==> src/design/tlu_consts.svh <==
`ifndef TLU_CONSTS_SVH
`define TLU_CONSTS_SVH

// trigger clock cycles per TLU clock period
`define TLU_DIVISOR 8

// TLU clock periods per trigger, the first one carries no data
`define TLU_CLOCK_PERIODS 17

// valid trigger number bits
`define TLU_NUMBER_BITS (`TLU_CLOCK_PERIODS - 1)

// data word, timestamp and trigger counter
`define TLU_WORD_BITS 32

// low timeout setting
`define TLU_TIMEOUT_BITS 8

`endif

==> src/design/tlu_pkg.sv <==
`include "tlu_consts.svh"

package tlu_pkg;

    // 00 and 01 behave the same
    typedef enum logic [1:0]
    {
        simple        = 2'b00,
        simple_alt    = 2'b01,
        tlu_handshake = 2'b10,
        tlu_number    = 2'b11
    } trigger_mode_e;

    // 2'b11 falls back to number_only
    typedef enum logic [1:0]
    {
        number_only    = 2'b00,
        timestamp_only = 2'b01,
        combined       = 2'b10
    } data_format_e;

    typedef logic [`TLU_WORD_BITS-1:0] trigger_word_t;   // data word, timestamp, counter

    typedef logic [`TLU_NUMBER_BITS-1:0] tlu_number_t;   // deserialized TLU number

endpackage

==> src/design/tlu_controller_top.sv <==
`timescale 1ns/1ps
`include "tlu_consts.svh"

module tlu_controller_top
(
    input  logic                         trigger_clk,
    input  logic                         reset,
    input  logic                         trigger,
    input  logic                         trigger_veto,
    input  logic                         trigger_enable,
    input  logic                         trigger_acknowledge,
    input  logic                         fifo_acknowledge,
    input  logic                         trigger_counter_set,
    input  tlu_pkg::trigger_word_t       trigger_counter_set_value,
    input  tlu_pkg::trigger_mode_e       trigger_mode,
    input  tlu_pkg::data_format_e        conf_data_format,
    input  logic [`TLU_TIMEOUT_BITS-1:0] low_timeout,
    input  logic                         msb_first,
    input  logic                         tlu_reset_flag,
    output tlu_pkg::trigger_word_t       trigger_data,
    output logic                         trigger_data_write,
    output logic                         trigger_accepted_flag,
    output logic                         fifo_preempt_req,
    output logic                         tlu_busy,
    output logic                         tlu_clock,
    output logic                         low_timeout_error_flag,
    output tlu_pkg::trigger_word_t       timestamp
);

    logic                 tlu_clock_enable;   // FSM in clock-out phase
    logic                 number_done;
    tlu_pkg::tlu_number_t tlu_number;

    tlu_handshake_fsm u_tlu_handshake_fsm
    (
        .trigger_clk            (trigger_clk),
        .reset                  (reset),
        .trigger                (trigger),
        .trigger_veto           (trigger_veto),
        .trigger_enable         (trigger_enable),
        .trigger_mode           (trigger_mode),
        .low_timeout            (low_timeout),
        .trigger_acknowledge    (trigger_acknowledge),
        .fifo_acknowledge       (fifo_acknowledge),
        .number_done            (number_done),
        .trigger_accepted_flag  (trigger_accepted_flag),
        .trigger_data_write     (trigger_data_write),
        .fifo_preempt_req       (fifo_preempt_req),
        .tlu_busy               (tlu_busy),
        .tlu_clock_enable       (tlu_clock_enable),
        .low_timeout_error_flag (low_timeout_error_flag)
    );

    tlu_number_deserializer u_tlu_number_deserializer
    (
        .trigger_clk      (trigger_clk),
        .reset            (reset),
        .tlu_clock_enable (tlu_clock_enable),
        .trigger          (trigger),
        .msb_first        (msb_first),
        .tlu_clock        (tlu_clock),
        .number_done      (number_done),
        .tlu_number       (tlu_number)
    );

    tlu_event_stamper u_tlu_event_stamper
    (
        .trigger_clk               (trigger_clk),
        .reset                     (reset),
        .tlu_reset_flag            (tlu_reset_flag),
        .trigger_accepted_flag     (trigger_accepted_flag),
        .trigger_counter_set       (trigger_counter_set),
        .trigger_counter_set_value (trigger_counter_set_value),
        .trigger_mode              (trigger_mode),
        .conf_data_format          (conf_data_format),
        .tlu_number                (tlu_number),
        .timestamp                 (timestamp),
        .trigger_data              (trigger_data)
    );

endmodule

==> src/design/tlu_event_stamper.sv <==
`timescale 1ns/1ps
`include "tlu_consts.svh"

module tlu_event_stamper
(
    input  logic                   trigger_clk,
    input  logic                   reset,
    input  logic                   tlu_reset_flag,
    input  logic                   trigger_accepted_flag,
    input  logic                   trigger_counter_set,
    input  tlu_pkg::trigger_word_t trigger_counter_set_value,
    input  tlu_pkg::trigger_mode_e trigger_mode,
    input  tlu_pkg::data_format_e  conf_data_format,
    input  tlu_pkg::tlu_number_t   tlu_number,
    output tlu_pkg::trigger_word_t timestamp,
    output tlu_pkg::trigger_word_t trigger_data
);

    localparam int FIELD_W = `TLU_WORD_BITS - 1;                      // below the marker bit
    localparam int TS_W    = `TLU_WORD_BITS - 1 - `TLU_NUMBER_BITS;   // timestamp part of combined

    tlu_pkg::trigger_word_t trigger_counter;
    tlu_pkg::trigger_word_t timestamp_data;
    tlu_pkg::trigger_word_t counter_data;
    logic [FIELD_W-1:0]     number_field;

    // free running, cleared by the TLU
    always_ff @(posedge trigger_clk)
    begin
        if (reset || tlu_reset_flag)
            timestamp <= '0;
        else
            timestamp <= timestamp + 1'b1;
    end

    always_ff @(posedge trigger_clk)
    begin
        if (reset)
            trigger_counter <= '0;
        else if (trigger_counter_set)   // set wins over increment
            trigger_counter <= trigger_counter_set_value;
        else if (trigger_accepted_flag)
            trigger_counter <= trigger_counter + 1'b1;
    end

    // values closest to the trigger
    always_ff @(posedge trigger_clk)
    begin
        if (trigger_accepted_flag)
        begin
            timestamp_data <= timestamp;
            counter_data   <= trigger_counter;
        end
    end

    // TLU number only in number mode, internal count otherwise
    assign number_field = (trigger_mode == tlu_pkg::tlu_number)
                          ? {{(FIELD_W - `TLU_NUMBER_BITS){1'b0}}, tlu_number}
                          : counter_data[FIELD_W-1:0];

    always_comb
    begin
        case (conf_data_format)
            tlu_pkg::timestamp_only:
                trigger_data = {1'b1, timestamp_data[FIELD_W-1:0]};
            tlu_pkg::combined:
                trigger_data = {1'b1, timestamp_data[TS_W-1:0],
                                number_field[`TLU_NUMBER_BITS-1:0]};
            default:
                trigger_data = {1'b1, number_field};   // number_only and 2'b11
        endcase
    end

endmodule

==> src/design/tlu_handshake_fsm.sv <==
`timescale 1ns/1ps
`include "tlu_consts.svh"

module tlu_handshake_fsm
(
    input  logic                         trigger_clk,
    input  logic                         reset,
    input  logic                         trigger,
    input  logic                         trigger_veto,
    input  logic                         trigger_enable,
    input  tlu_pkg::trigger_mode_e       trigger_mode,
    input  logic [`TLU_TIMEOUT_BITS-1:0] low_timeout,
    input  logic                         trigger_acknowledge,
    input  logic                         fifo_acknowledge,
    input  logic                         number_done,
    output logic                         trigger_accepted_flag,
    output logic                         trigger_data_write,
    output logic                         fifo_preempt_req,
    output logic                         tlu_busy,
    output logic                         tlu_clock_enable,
    output logic                         low_timeout_error_flag
);

    typedef enum logic [2:0]
    {
        idle,
        send_command,
        wait_trigger_low,
        send_tlu_clock,
        latch_data,
        wait_ack
    } state_t;

    state_t state;
    state_t next;

    logic                         trigger_ff;
    logic                         trigger_flag;
    logic                         handshake_mode;
    logic                         number_mode;
    logic                         accept_trigger;
    logic                         trigger_ack_seen;
    logic                         fifo_ack_seen;
    logic                         both_acks;
    logic [`TLU_TIMEOUT_BITS-1:0] low_wait_cnt;
    logic                         timeout_hit;
    logic                         low_timeout_error;
    logic                         low_timeout_error_ff;
    logic                         busy;

    // rising edge of the external trigger
    always_ff @(posedge trigger_clk)
    begin
        if (reset)
            trigger_ff <= 1'b0;
        else
            trigger_ff <= trigger;
    end

    assign trigger_flag = trigger & ~trigger_ff;

    assign number_mode    = (trigger_mode == tlu_pkg::tlu_number);
    assign handshake_mode = (trigger_mode == tlu_pkg::tlu_handshake) || number_mode;

    // no new trigger while an acknowledge is still asserted
    assign accept_trigger = trigger_flag && trigger_enable && !trigger_veto
                            && !trigger_acknowledge && !fifo_acknowledge;

    // an acknowledge counts on the cycle it arrives
    assign both_acks = (trigger_ack_seen || trigger_acknowledge)
                       && (fifo_ack_seen || fifo_acknowledge);

    assign timeout_hit = (low_timeout != '0) && (low_wait_cnt >= low_timeout);

    always_comb
    begin
        next = state;
        case (state)
            idle:
            begin
                if (accept_trigger)
                    next = handshake_mode ? wait_trigger_low : send_command;
            end
            send_command:
                next = latch_data;   // simple mode, no handshake
            wait_trigger_low:
            begin
                if (!trigger || timeout_hit)
                    next = number_mode ? send_tlu_clock : latch_data;
            end
            send_tlu_clock:
            begin
                if (number_done)
                    next = latch_data;
            end
            latch_data:
                next = wait_ack;
            wait_ack:
            begin
                if (both_acks)
                    next = idle;
            end
            default:
                next = idle;
        endcase
    end

    always_ff @(posedge trigger_clk)
    begin
        if (reset)
            state <= idle;
        else
            state <= next;
    end

    // registered outputs, decoded from the next state
    always_ff @(posedge trigger_clk)
    begin
        if (reset)
        begin
            trigger_accepted_flag <= 1'b0;
            trigger_data_write    <= 1'b0;
            tlu_clock_enable      <= 1'b0;
            busy                  <= 1'b0;
        end
        else
        begin
            trigger_accepted_flag <= (state == idle) && (next != idle);
            trigger_data_write    <= (next == latch_data);
            tlu_clock_enable      <= (next == send_tlu_clock);
            busy                  <= (next != idle);
        end
    end

    assign tlu_busy         = busy;
    assign fifo_preempt_req = busy;

    // remember acknowledges from the accepted flag onward
    always_ff @(posedge trigger_clk)
    begin
        if (reset || state == idle)
        begin
            trigger_ack_seen <= 1'b0;
            fifo_ack_seen    <= 1'b0;
        end
        else
        begin
            if (trigger_acknowledge)
                trigger_ack_seen <= 1'b1;
            if (fifo_acknowledge)
                fifo_ack_seen <= 1'b1;
        end
    end

    // cycles spent waiting for trigger low, saturating
    always_ff @(posedge trigger_clk)
    begin
        if (reset || state != wait_trigger_low)
            low_wait_cnt <= '0;
        else if (low_wait_cnt != '1)
            low_wait_cnt <= low_wait_cnt + 1'b1;
    end

    always_ff @(posedge trigger_clk)
    begin
        if (reset)
        begin
            low_timeout_error    <= 1'b0;
            low_timeout_error_ff <= 1'b0;
        end
        else
        begin
            low_timeout_error    <= (state == wait_trigger_low) && trigger && timeout_hit;
            low_timeout_error_ff <= low_timeout_error;
        end
    end

    // one pulse per timeout
    assign low_timeout_error_flag = low_timeout_error & ~low_timeout_error_ff;

endmodule

==> src/design/tlu_number_deserializer.sv <==
`timescale 1ns/1ps
`include "tlu_consts.svh"

module tlu_number_deserializer
#(
    parameter int DIVISOR = `TLU_DIVISOR,
    parameter int PERIODS = `TLU_CLOCK_PERIODS
)
(
    input  logic                 trigger_clk,
    input  logic                 reset,
    input  logic                 tlu_clock_enable,
    input  logic                 trigger,
    input  logic                 msb_first,
    output logic                 tlu_clock,
    output logic                 number_done,
    output tlu_pkg::tlu_number_t tlu_number
);

    localparam int NB       = $bits(tlu_pkg::tlu_number_t);
    localparam int PHASE_W  = $clog2(DIVISOR);
    localparam int PERIOD_W = $clog2(PERIODS + 1);

    localparam logic [PHASE_W-1:0]  LAST_PHASE  = PHASE_W'(DIVISOR - 1);
    localparam logic [PHASE_W-1:0]  HALF_PHASE  = PHASE_W'(DIVISOR / 2);
    localparam logic [PERIOD_W-1:0] LAST_PERIOD = PERIOD_W'(PERIODS - 1);

    logic [PHASE_W-1:0]   phase_cnt;
    logic [PERIOD_W-1:0]  period_cnt;
    logic                 sample;
    tlu_pkg::tlu_number_t shift_reg;
    tlu_pkg::tlu_number_t shifted;
    tlu_pkg::tlu_number_t reversed;

    // high for the first half of each period
    assign tlu_clock = tlu_clock_enable && (phase_cnt < HALF_PHASE);

    // last cycle of a period, period 0 carries no data
    assign sample      = tlu_clock_enable && (phase_cnt == LAST_PHASE) && (period_cnt != '0);
    assign number_done = sample && (period_cnt == LAST_PERIOD);

    assign shifted = {shift_reg[NB-2:0], trigger};   // includes the bit sampled now

    always_comb
    begin
        for (int i = 0; i < NB; i++)
            reversed[i] = shifted[NB-1-i];
    end

    always_ff @(posedge trigger_clk)
    begin
        if (reset || !tlu_clock_enable)
        begin
            phase_cnt  <= '0;
            period_cnt <= '0;
            shift_reg  <= '0;
        end
        else
        begin
            if (phase_cnt == LAST_PHASE)
            begin
                phase_cnt  <= '0;
                period_cnt <= period_cnt + 1'b1;
            end
            else
                phase_cnt <= phase_cnt + 1'b1;
            if (sample)
                shift_reg <= shifted;
        end
    end

    // first received bit ends up as msb
    always_ff @(posedge trigger_clk)
    begin
        if (number_done)
            tlu_number <= msb_first ? shifted : reversed;
    end

endmodule

==> config.mk <==
export PLATFORM = sky130hd
export DESIGN_NAME = tlu_controller_top
export DESIGN_NICKNAME = d
export VERILOG_FILES = /design/src/design/tlu_pkg.sv /design/src/design/tlu_controller_top.sv /design/src/design/tlu_event_stamper.sv /design/src/design/tlu_handshake_fsm.sv /design/src/design/tlu_number_deserializer.sv
export VERILOG_INCLUDE_DIRS = /design/src /design/src/design
export SDC_FILE = /design/constraint.sdc
export NUM_CORES = 1
export LEC_CHECK = 0
export CORE_ASPECT_RATIO = 1.25
export CORE_UTILIZATION = 60
export DETAILED_ROUTE_END_ITERATION = 8
export DONT_BUFFER_PORTS = 1
export PLACE_DENSITY = 0.79
export SYNTH_ARGS = -nofsm -noshare
export SYNTH_HDL_FRONTEND = slang
export SYNTH_SLANG_ARGS = --single-unit
==> constraint.sdc <==
create_clock -name trigger_clk -period 4.1 [get_ports trigger_clk]
set_clock_uncertainty 0.05 [all_clocks]
set_input_delay 0.82 -clock trigger_clk [delete_from_list [all_inputs] [get_ports trigger_clk]]
set_output_delay 0.82 -clock trigger_clk [all_outputs]
set_load 0.02 [all_outputs]
==> results of run 1 <==
[worst max-delay path, cell delays in order]
cell and delay [ps]:
inv_1 20, ha_1 330, nor2b_1 890, a222oi_1 260
inv_1 250
[final cells by class]
class	count	area share
sequential	184	0.4998
clock buffer	27	0.05798
timing repair buffer	14	0.01176
tap	171	0.02395
clock inverter	5	0.004061
multi-input combinational	524	0.3857
inverter	40	0.01680
[power by group]
group	internal (mW)	leakage [nW]	switching [mW]
sequential	1.93	1.63	0.0409
combinational	0.0670	1.43	0.122
clock	0.869	0.271	0.660
total	2.86	3.33	0.822
[kinds of logic after synthesis]
kind of cell             count (synthesis)
multiplexers                            49
flip-flops                             184
other                                    1
AO/OA/AOI/OAI                          107
buffers and inverters                   79
AND/OR/NAND/NOR                        292
XOR/XNOR                                58
adder cells (fa/ha/maj)                 17
[cells in the final DEF (no fill, tap or decap), drive strengths merged, types with 10 or more instances in the layout]
cell    count
dfxtp     106
nor2       92
edfxtp     78
nand2      55
inv        41
mux2i      34
nand3      34
o21ai      33
xnor2      32
clkbuf     27
xor2       26
a21oi      20
nor3       19
nand4      19
nor4       18
ha         17
a222oi     15
mux2       15
buf        14
and3       12
a211oi     10
nor2b      10
[stage by stage]
stage                     setup WS (ps)  power, mW    util  hold slack [ps]  instances
after floorplan                   452.2      2.147       -            354.3        787
after global placement            762.6      2.186  0.6306            363.0        933
after detailed placement          758.0      2.193  0.6306            379.7        933
after CTS                         693.6      3.701  0.6723            388.6        965
after global routing              517.2      3.795  0.6723            386.0        965
final                             651.3      3.686  0.6723            388.1        965
[metal layers]
layer / share of wire / global-route usage / wire [um]
met2: 0.53 / 0.4907 / 10220
met5: 0 / 0 / 0
met3: 0.055 / 0.06453 / 1060
met4: 0.036 / 0.1530 / 703
met1: 0.38 / 0.3192 / 7350
[how the worst max path moves through the flow]
stage | start | end | slack (ps) | cells after the start
3_5_place_dp | conf_data_format[0] | trigger_data[17] | 760 | 5
4_1_cts | conf_data_format[0] | trigger_data[27] | 690 | 5
3_3_place_gp | conf_data_format[0] | trigger_data[30] | 760 | 5
2_1_floorplan | u_tlu_handshake_fsm.trigger_accepted_flag | u_tlu_event_stamper.trigger_counter[28] | 450 | 7
5_1_grt | conf_data_format[0] | trigger_data[23] | 520 | 5
6_report | conf_data_format[0] | trigger_data[26] | 650 | 5
==> results.toml, run 1 <==
[status]
status = "finished clean"

[routing]
wirelength_um = 19330
vias = 6050
wl_per_cell_um = 20.03
remaining_drc_errors = 0
drtAntennaViolNets = 0
firstDrtPassIters = 6
via_per_inst = 6.269
drt_iter0_drc = 468

[worst_hold_path]
holdCritPathClass = "flop to flop"
holdPathStages = 1
whs_endpoint = "u_tlu_number_deserializer.phase_cnt[0]"
hp-start = "u_tlu_number_deserializer.phase_cnt[0]"

[floorplan]
die_x_um = 106.8
num_rows = 47
die_y_um = 133.0
num_io_pins = 124
die_area_um2 = 14200
core_um2 = 13290
initial_core_util = 0.6198

[power]
ir_worst_vdd_mv = 0.3563
cellPowerDensity_nw_per_um2 = 412.5
p_leak_nw = 3.331

[clock_tree]
numCtsBuffers = 17
clk_latency_ps = 430
cts.path.max_buffers = 2
cts_tree = "built"
clock_sinks = 184
post_cts_buffers = 0
clkTransAtPathRegs_ps = 60
hold_buffers = 0
h-tree-depth = 4
cts-root-buf = "clkbuf_16"
cts_repair_resize_count = 0

[sta]
rsz0062_at_grt = "false"
maxSlewHeadroom = 0.2344
final_max_slew_viol_count = 0
worstMarginPinSlew_ps = 1146
tns_ps = 0
finalCritPeriodShare = 0.8411
fmax_mhz = 290.0
hold_violations = 0
final.min_clock_period_ps = 3449
setup_viol = 0

[finish]
layout-drive-gt1-share = 0.08942
nets = 852
multi_input_area_um2 = 3446
n_antenna_cell = 0
top_register = "u_tlu_event_stamper.timestamp"
final_area_um2 = 8935
seq_area_um2 = 4466
largest_reg_flops = 32
fillers = 1023
area_growth_pct = 8.476

[synthesis]
ys_types = 61
yosys.area_share.simple = 0.1773
synth.area.mux_share = 0.06183
synth_area_leaders = "edfxtp_1 28%, dfxtp_1 26%, nor2_1 4.2%"
syn_avg_cell_area_um2 = 10.47
yosys_warnings = 0
synth_cells = 787
synthArstFlopShare = 0
synth_top_family_by_area = "simple AND/OR/NAND/NOR gates"
synth_top_area_frac = 0.2844
synth-compound-area-share = 0.09099
ys.flop_type = "dfxtp_1"
synth-edff-count = 78
synth_xor_area_frac = 0.06167
netlist_area_um2 = 8237
ys_ff_latch = 184
synth_area_leader_cell = "edfxtp_1"
synth_adder_area_share = 0.02582
seq_area_frac_synth = 0.5420
synth_nets = 858
synth_most_common_cell = "dfxtp_1"
yosys-top-cells-count = "106 x dfxtp_1, 92 x nor2_1, 78 x edfxtp_1, 55 x nand2_1, 39 x inv_1"

[setup_path]
path_class = "primary input to output pin"
worst_setup_path_end_kind = "output pin"
critPathLaunchType = "primary input"
r2r_cells = 6
regToRegSetupSlack_ps = 1440
crit_fanout = 15
required_ps = 3230
worst_ep_arrival_time_ps = 2580
r2r-start = "u_tlu_event_stamper.timestamp[0]"
r2r-end = "u_tlu_event_stamper.timestamp[18]"

[placement]
gp_congestion = 0.8748
port_buffers = 0
dp_hpwl_um = 13860
placed_area_um2 = 8381

[global_route]
grt_use_total = 0.2827
grt_remaining_overflow = 0
grt_max_degree = 65
grt_pass1_vias = 5798
grt_pass1_wl_um = 30150
antenna_found_initial = 0

[job]
cap_violations = 0
(Power assumes the default switching activity.)
==> inputs of run 2 (changes only) <==
clock period = 3.25 ns   (was 4.1 ns; I/O delays follow)
==> results.toml, run 2 (same netlist as run 1, synthesis figures left out) <==
[status]
status = "finished clean"

[finish]
final_common_cell = "dfxtp_1"
nets = 863
seq_area_um2 = 4466
final_area_um2 = 9062
fillers = 994
fin_cells = 976
final_cell_mix = "105 x dfxtp_1, 92 x nor2_1, 78 x edfxtp_1"
n_antenna_cell = 0
area_growth_pct = 10.03
largest_reg_flops = 32
multi_input_area_um2 = 3446
layout-drive-gt1-share = 0.1056
top_register = "u_tlu_event_stamper.timestamp"

[placement]
placed_area_um2 = 8463
port_buffers = 0
dp_hpwl_um = 14030
pre_cts_ws_ps = 300.5
gp_congestion = 0.8696
dp.cells = 944

[sta]
maxSlewHeadroom = 0.3051
final.min_clock_period_ps = 3057
hold_violations = 0
fmax_mhz = 327.1
finalCritPeriodShare = 0.9407
layout_setup_ws_ps = 192.7
worstMarginPinSlew_ps = 1040
setup_viol = 0
tns_ps = 0
final_max_slew_viol_count = 0
rsz0062_at_grt = "false"

[routing]
drtAntennaViolNets = 0
via_per_inst = 6.306
drt_iter0_drc = 593
wirelength_um = 19860
vias = 6155
remaining_drc_errors = 0
firstDrtPassIters = 9
wl_per_cell_um = 20.35

[global_route]
grt_max_degree = 64
grt_remaining_overflow = 0
grt_pass1_vias = 6048
antenna_found_initial = 0
grt_pass1_wl_um = 31250
grt_use_total = 0.2900

[power]
p_leak_nw = 3.407
fin_total_pwr_mw = 4.844
cellPowerDensity_nw_per_um2 = 534.6
ir_worst_vdd_mv = 0.3986

[clock_tree]
clk_latency_ps = 430
cts_tree = "built"
clock_sinks = 184
cts-root-buf = "clkbuf_16"
cts_repair_resize_count = 0
cts.path.max_buffers = 2
clkTransAtPathRegs_ps = 70
numCtsBuffers = 17
post_cts_buffers = 0
h-tree-depth = 4
hold_buffers = 0

[floorplan]
die_area_um2 = 14200
core_um2 = 13290
num_io_pins = 124
num_rows = 47
initial_core_util = 0.6198
die_y_um = 133.0
die_x_um = 106.8

[worst_hold_path]
holdPathStages = 1
holdCritPathClass = "primary input to flop"

[setup_path]
path_class = "primary input to output pin"
cp_top_family = "simple AND/OR/NAND/NOR gates"
regToRegSetupSlack_ps = 950
crit_path_max_incr_delay_ps = 820
worst_setup_path_end_kind = "output pin"
r2r_cells = 5
worst_ep_arrival_time_ps = 2360
cpMostUsedCell = "inv_1"
worst-path-buf-inv = 2
crit_chain = "inv_1 -> ha_1 -> nor2b_1 -> a222oi_1 -> inv_1"
path_depth = 5
cp_slowest_cell = "nor2b_1"
critPathLaunchType = "primary input"
crit_fanout = 15
required_ps = 2550

[job]
cap_violations = 0
-- run 2: metrics by stage --
stage | util | hold WS [ps]
2_1_floorplan | - | 354.3
4_1_cts | 0.6819 | 219.9
3_5_place_dp | 0.6368 | 384.2
6_report | 0.6819 | 234.8
3_3_place_gp | 0.6368 | 363.0
5_1_grt | 0.6819 | 221.9
-- run 2: final timing paths --
path,from,to
worst min register to register,u_tlu_number_deserializer.phase_cnt[0],u_tlu_number_deserializer.phase_cnt[0]
worst max-delay path,conf_data_format[0],trigger_data[23]
worst min-delay path,reset,u_tlu_handshake_fsm.trigger_ff
worst max register to register,u_tlu_event_stamper.timestamp[6],u_tlu_event_stamper.timestamp[28]
-- run 2: area by class of cell --
cell class,count,area share
inverter,40,0.01657
sequential,184,0.4928
clock inverter,14,0.01878
multi-input combinational,524,0.3802
clock buffer,18,0.04736
tap,171,0.02361
timing repair buffer,25,0.02071
-- run 2: metal layers --
metal  part of all wire  GRT usage  routed length, um  up-vias
met2               0.52     0.5043              10360      294
met4              0.040     0.1514                801        0
met5                  0          0                  0        -
met3              0.057    0.05123               1124       55
li1                   -          -                  -     2849
met1               0.38     0.3389               7580     2957
-- run 2: power by group --
| group | internal (mW) | switching, mW |
|---|---|---|
| clock network | 1.22 | 0.896 |
| logic | 0.0910 | 0.156 |
| registers | 2.43 | 0.0544 |
| total | 3.74 | 1.11 |
-- run 2: worst register-to-register path, cell delays in order (launching register included) --
cell and delay [ps]:
dfxtp_1 570, nand4_2 200, or4_1 710, nor4_1 390, xnor2_1 180, nor2_1 60
==> inputs of run 3 (changes only) <==
REMOVE_ABC_BUFFERS = 1   (was not set)
==> results.toml, run 3 (same netlist as run 1, synthesis figures left out) <==
[status]
status = "finished clean"

[routing]
drt_iter0_drc = 526
wirelength_um = 18880
wl_per_cell_um = 19.35
vias = 6053
via_per_inst = 6.202
remaining_drc_errors = 0
drtAntennaViolNets = 0
firstDrtPassIters = 9

[clock_tree]
clock_sinks = 184
clk_latency_ps = 420
cts_tree = "built"
cts-root-buf = "clkbuf_16"
h-tree-depth = 4
clkTransAtPathRegs_ps = 60
cts_repair_resize_count = 0
numCtsBuffers = 17
post_cts_buffers = 0
cts.path.max_buffers = 2
hold_buffers = 0

[global_route]
grt_pass1_wl_um = 30250
grt_remaining_overflow = 0
antenna_found_initial = 0
grt_use_total = 0.2771
grt_max_degree = 43
grt_pass1_vias = 5982

[sta]
rsz0062_at_grt = "false"
layout_setup_ws_ps = 155.8
final.min_clock_period_ps = 3094
holdWs_ps = 247.6
final_max_slew_viol_count = 0
fmax_mhz = 323.2
maxSlewHeadroom = 0.2682
finalCritPeriodShare = 0.9521
hold_violations = 0
setup_viol = 0
worstMarginPinSlew_ps = 1095

[setup_path]
worst_ep_arrival_time_ps = 2390
required_ps = 2550
critPathLaunchType = "primary input"
worst_setup_path_end_kind = "output pin"
crit_fanout = 15
path_class = "primary input to output pin"

[power]
ir_worst_vdd_mv = 0.3702
p_leak_nw = 3.418
cellPowerDensity_nw_per_um2 = 531.0
fin_total_pwr_mw = 4.816

[finish]
final_area_um2 = 9070
area_growth_pct = 10.12
layout-drive-gt1-share = 0.1019
n_antenna_cell = 0
final_common_cell = "dfxtp_1"
largest_reg_flops = 32
fin_util = 0.6825
top_register = "u_tlu_event_stamper.timestamp"
nets = 863
final_cell_mix = "105 x dfxtp_1, 92 x nor2_1, 78 x edfxtp_1"

[placement]
dp_hpwl_um = 13500
port_buffers = 0
pre_cts_ws_ps = 221.1
placed_area_um2 = 8463
gp_congestion = 0.8749

[floorplan]
num_rows = 47
die_x_um = 106.8
initial_core_util = 0.6198
num_io_pins = 124
core_um2 = 13290
die_area_um2 = 14200
die_y_um = 133.0

[job]
cap_violations = 0

[worst_hold_path]
holdCritPathClass = "primary input to flop"
run 3: layout make-up:
| cell class | instances | area (um^2) |
|---|---|---|
| sequential | 184 | 4466 |
| fill | 1002 | 4220 |
| multi-input combinational | 524 | 3446 |
| clock buffer | 25 | 519.2 |
| tap | 171 | 214.0 |
| timing repair buffer | 25 | 187.7 |
| inverter | 40 | 150.1 |
| clock inverter | 7 | 87.58 |
run 3: worst max-delay path, stage by stage:
cell      delay, ps
inv_1            20
ha_1            330
nor2b_1         860
a222oi_1        280
inv_1           250
run 3: path summary, 6_finish.rpt:
path	slack, ps	to	from	cells past startpoint
worst max-delay path	160	trigger_data[26]	conf_data_format[0]	5
worst min-delay path	250	u_tlu_handshake_fsm.trigger_ff	reset	1
worst max register to register	870	u_tlu_event_stamper.timestamp[24]	u_tlu_event_stamper.timestamp[6]	5
worst min register to register	380	u_tlu_number_deserializer.phase_cnt[0]	u_tlu_number_deserializer.phase_cnt[0]	1
run 3: metrics by stage:
step,setup TNS (ps),cells
finish,0,976
detailed placement,0,944
floorplan,-790.1,748
global placement,0,944
CTS,0,976
global route,0,976
run 3: per-layer routing:
layer  vias up  share of wire  GRT usage
met2       232           0.52     0.4853
li1       2844              -          -
met3        45          0.071    0.06995
met1      2932           0.38     0.3207
met4         0          0.033     0.1119
met5         -              0          0
run 3: power by group:
| part | switching [mW] | leakage, nW | internal [mW] |
|---|---|---|---|
| clock | 0.823 | 0.301 | 1.27 |
| sequential | 0.0481 | 1.63 | 2.43 |
| combinational | 0.153 | 1.48 | 0.0918 |
| total | 1.02 | 3.42 | 3.79 |
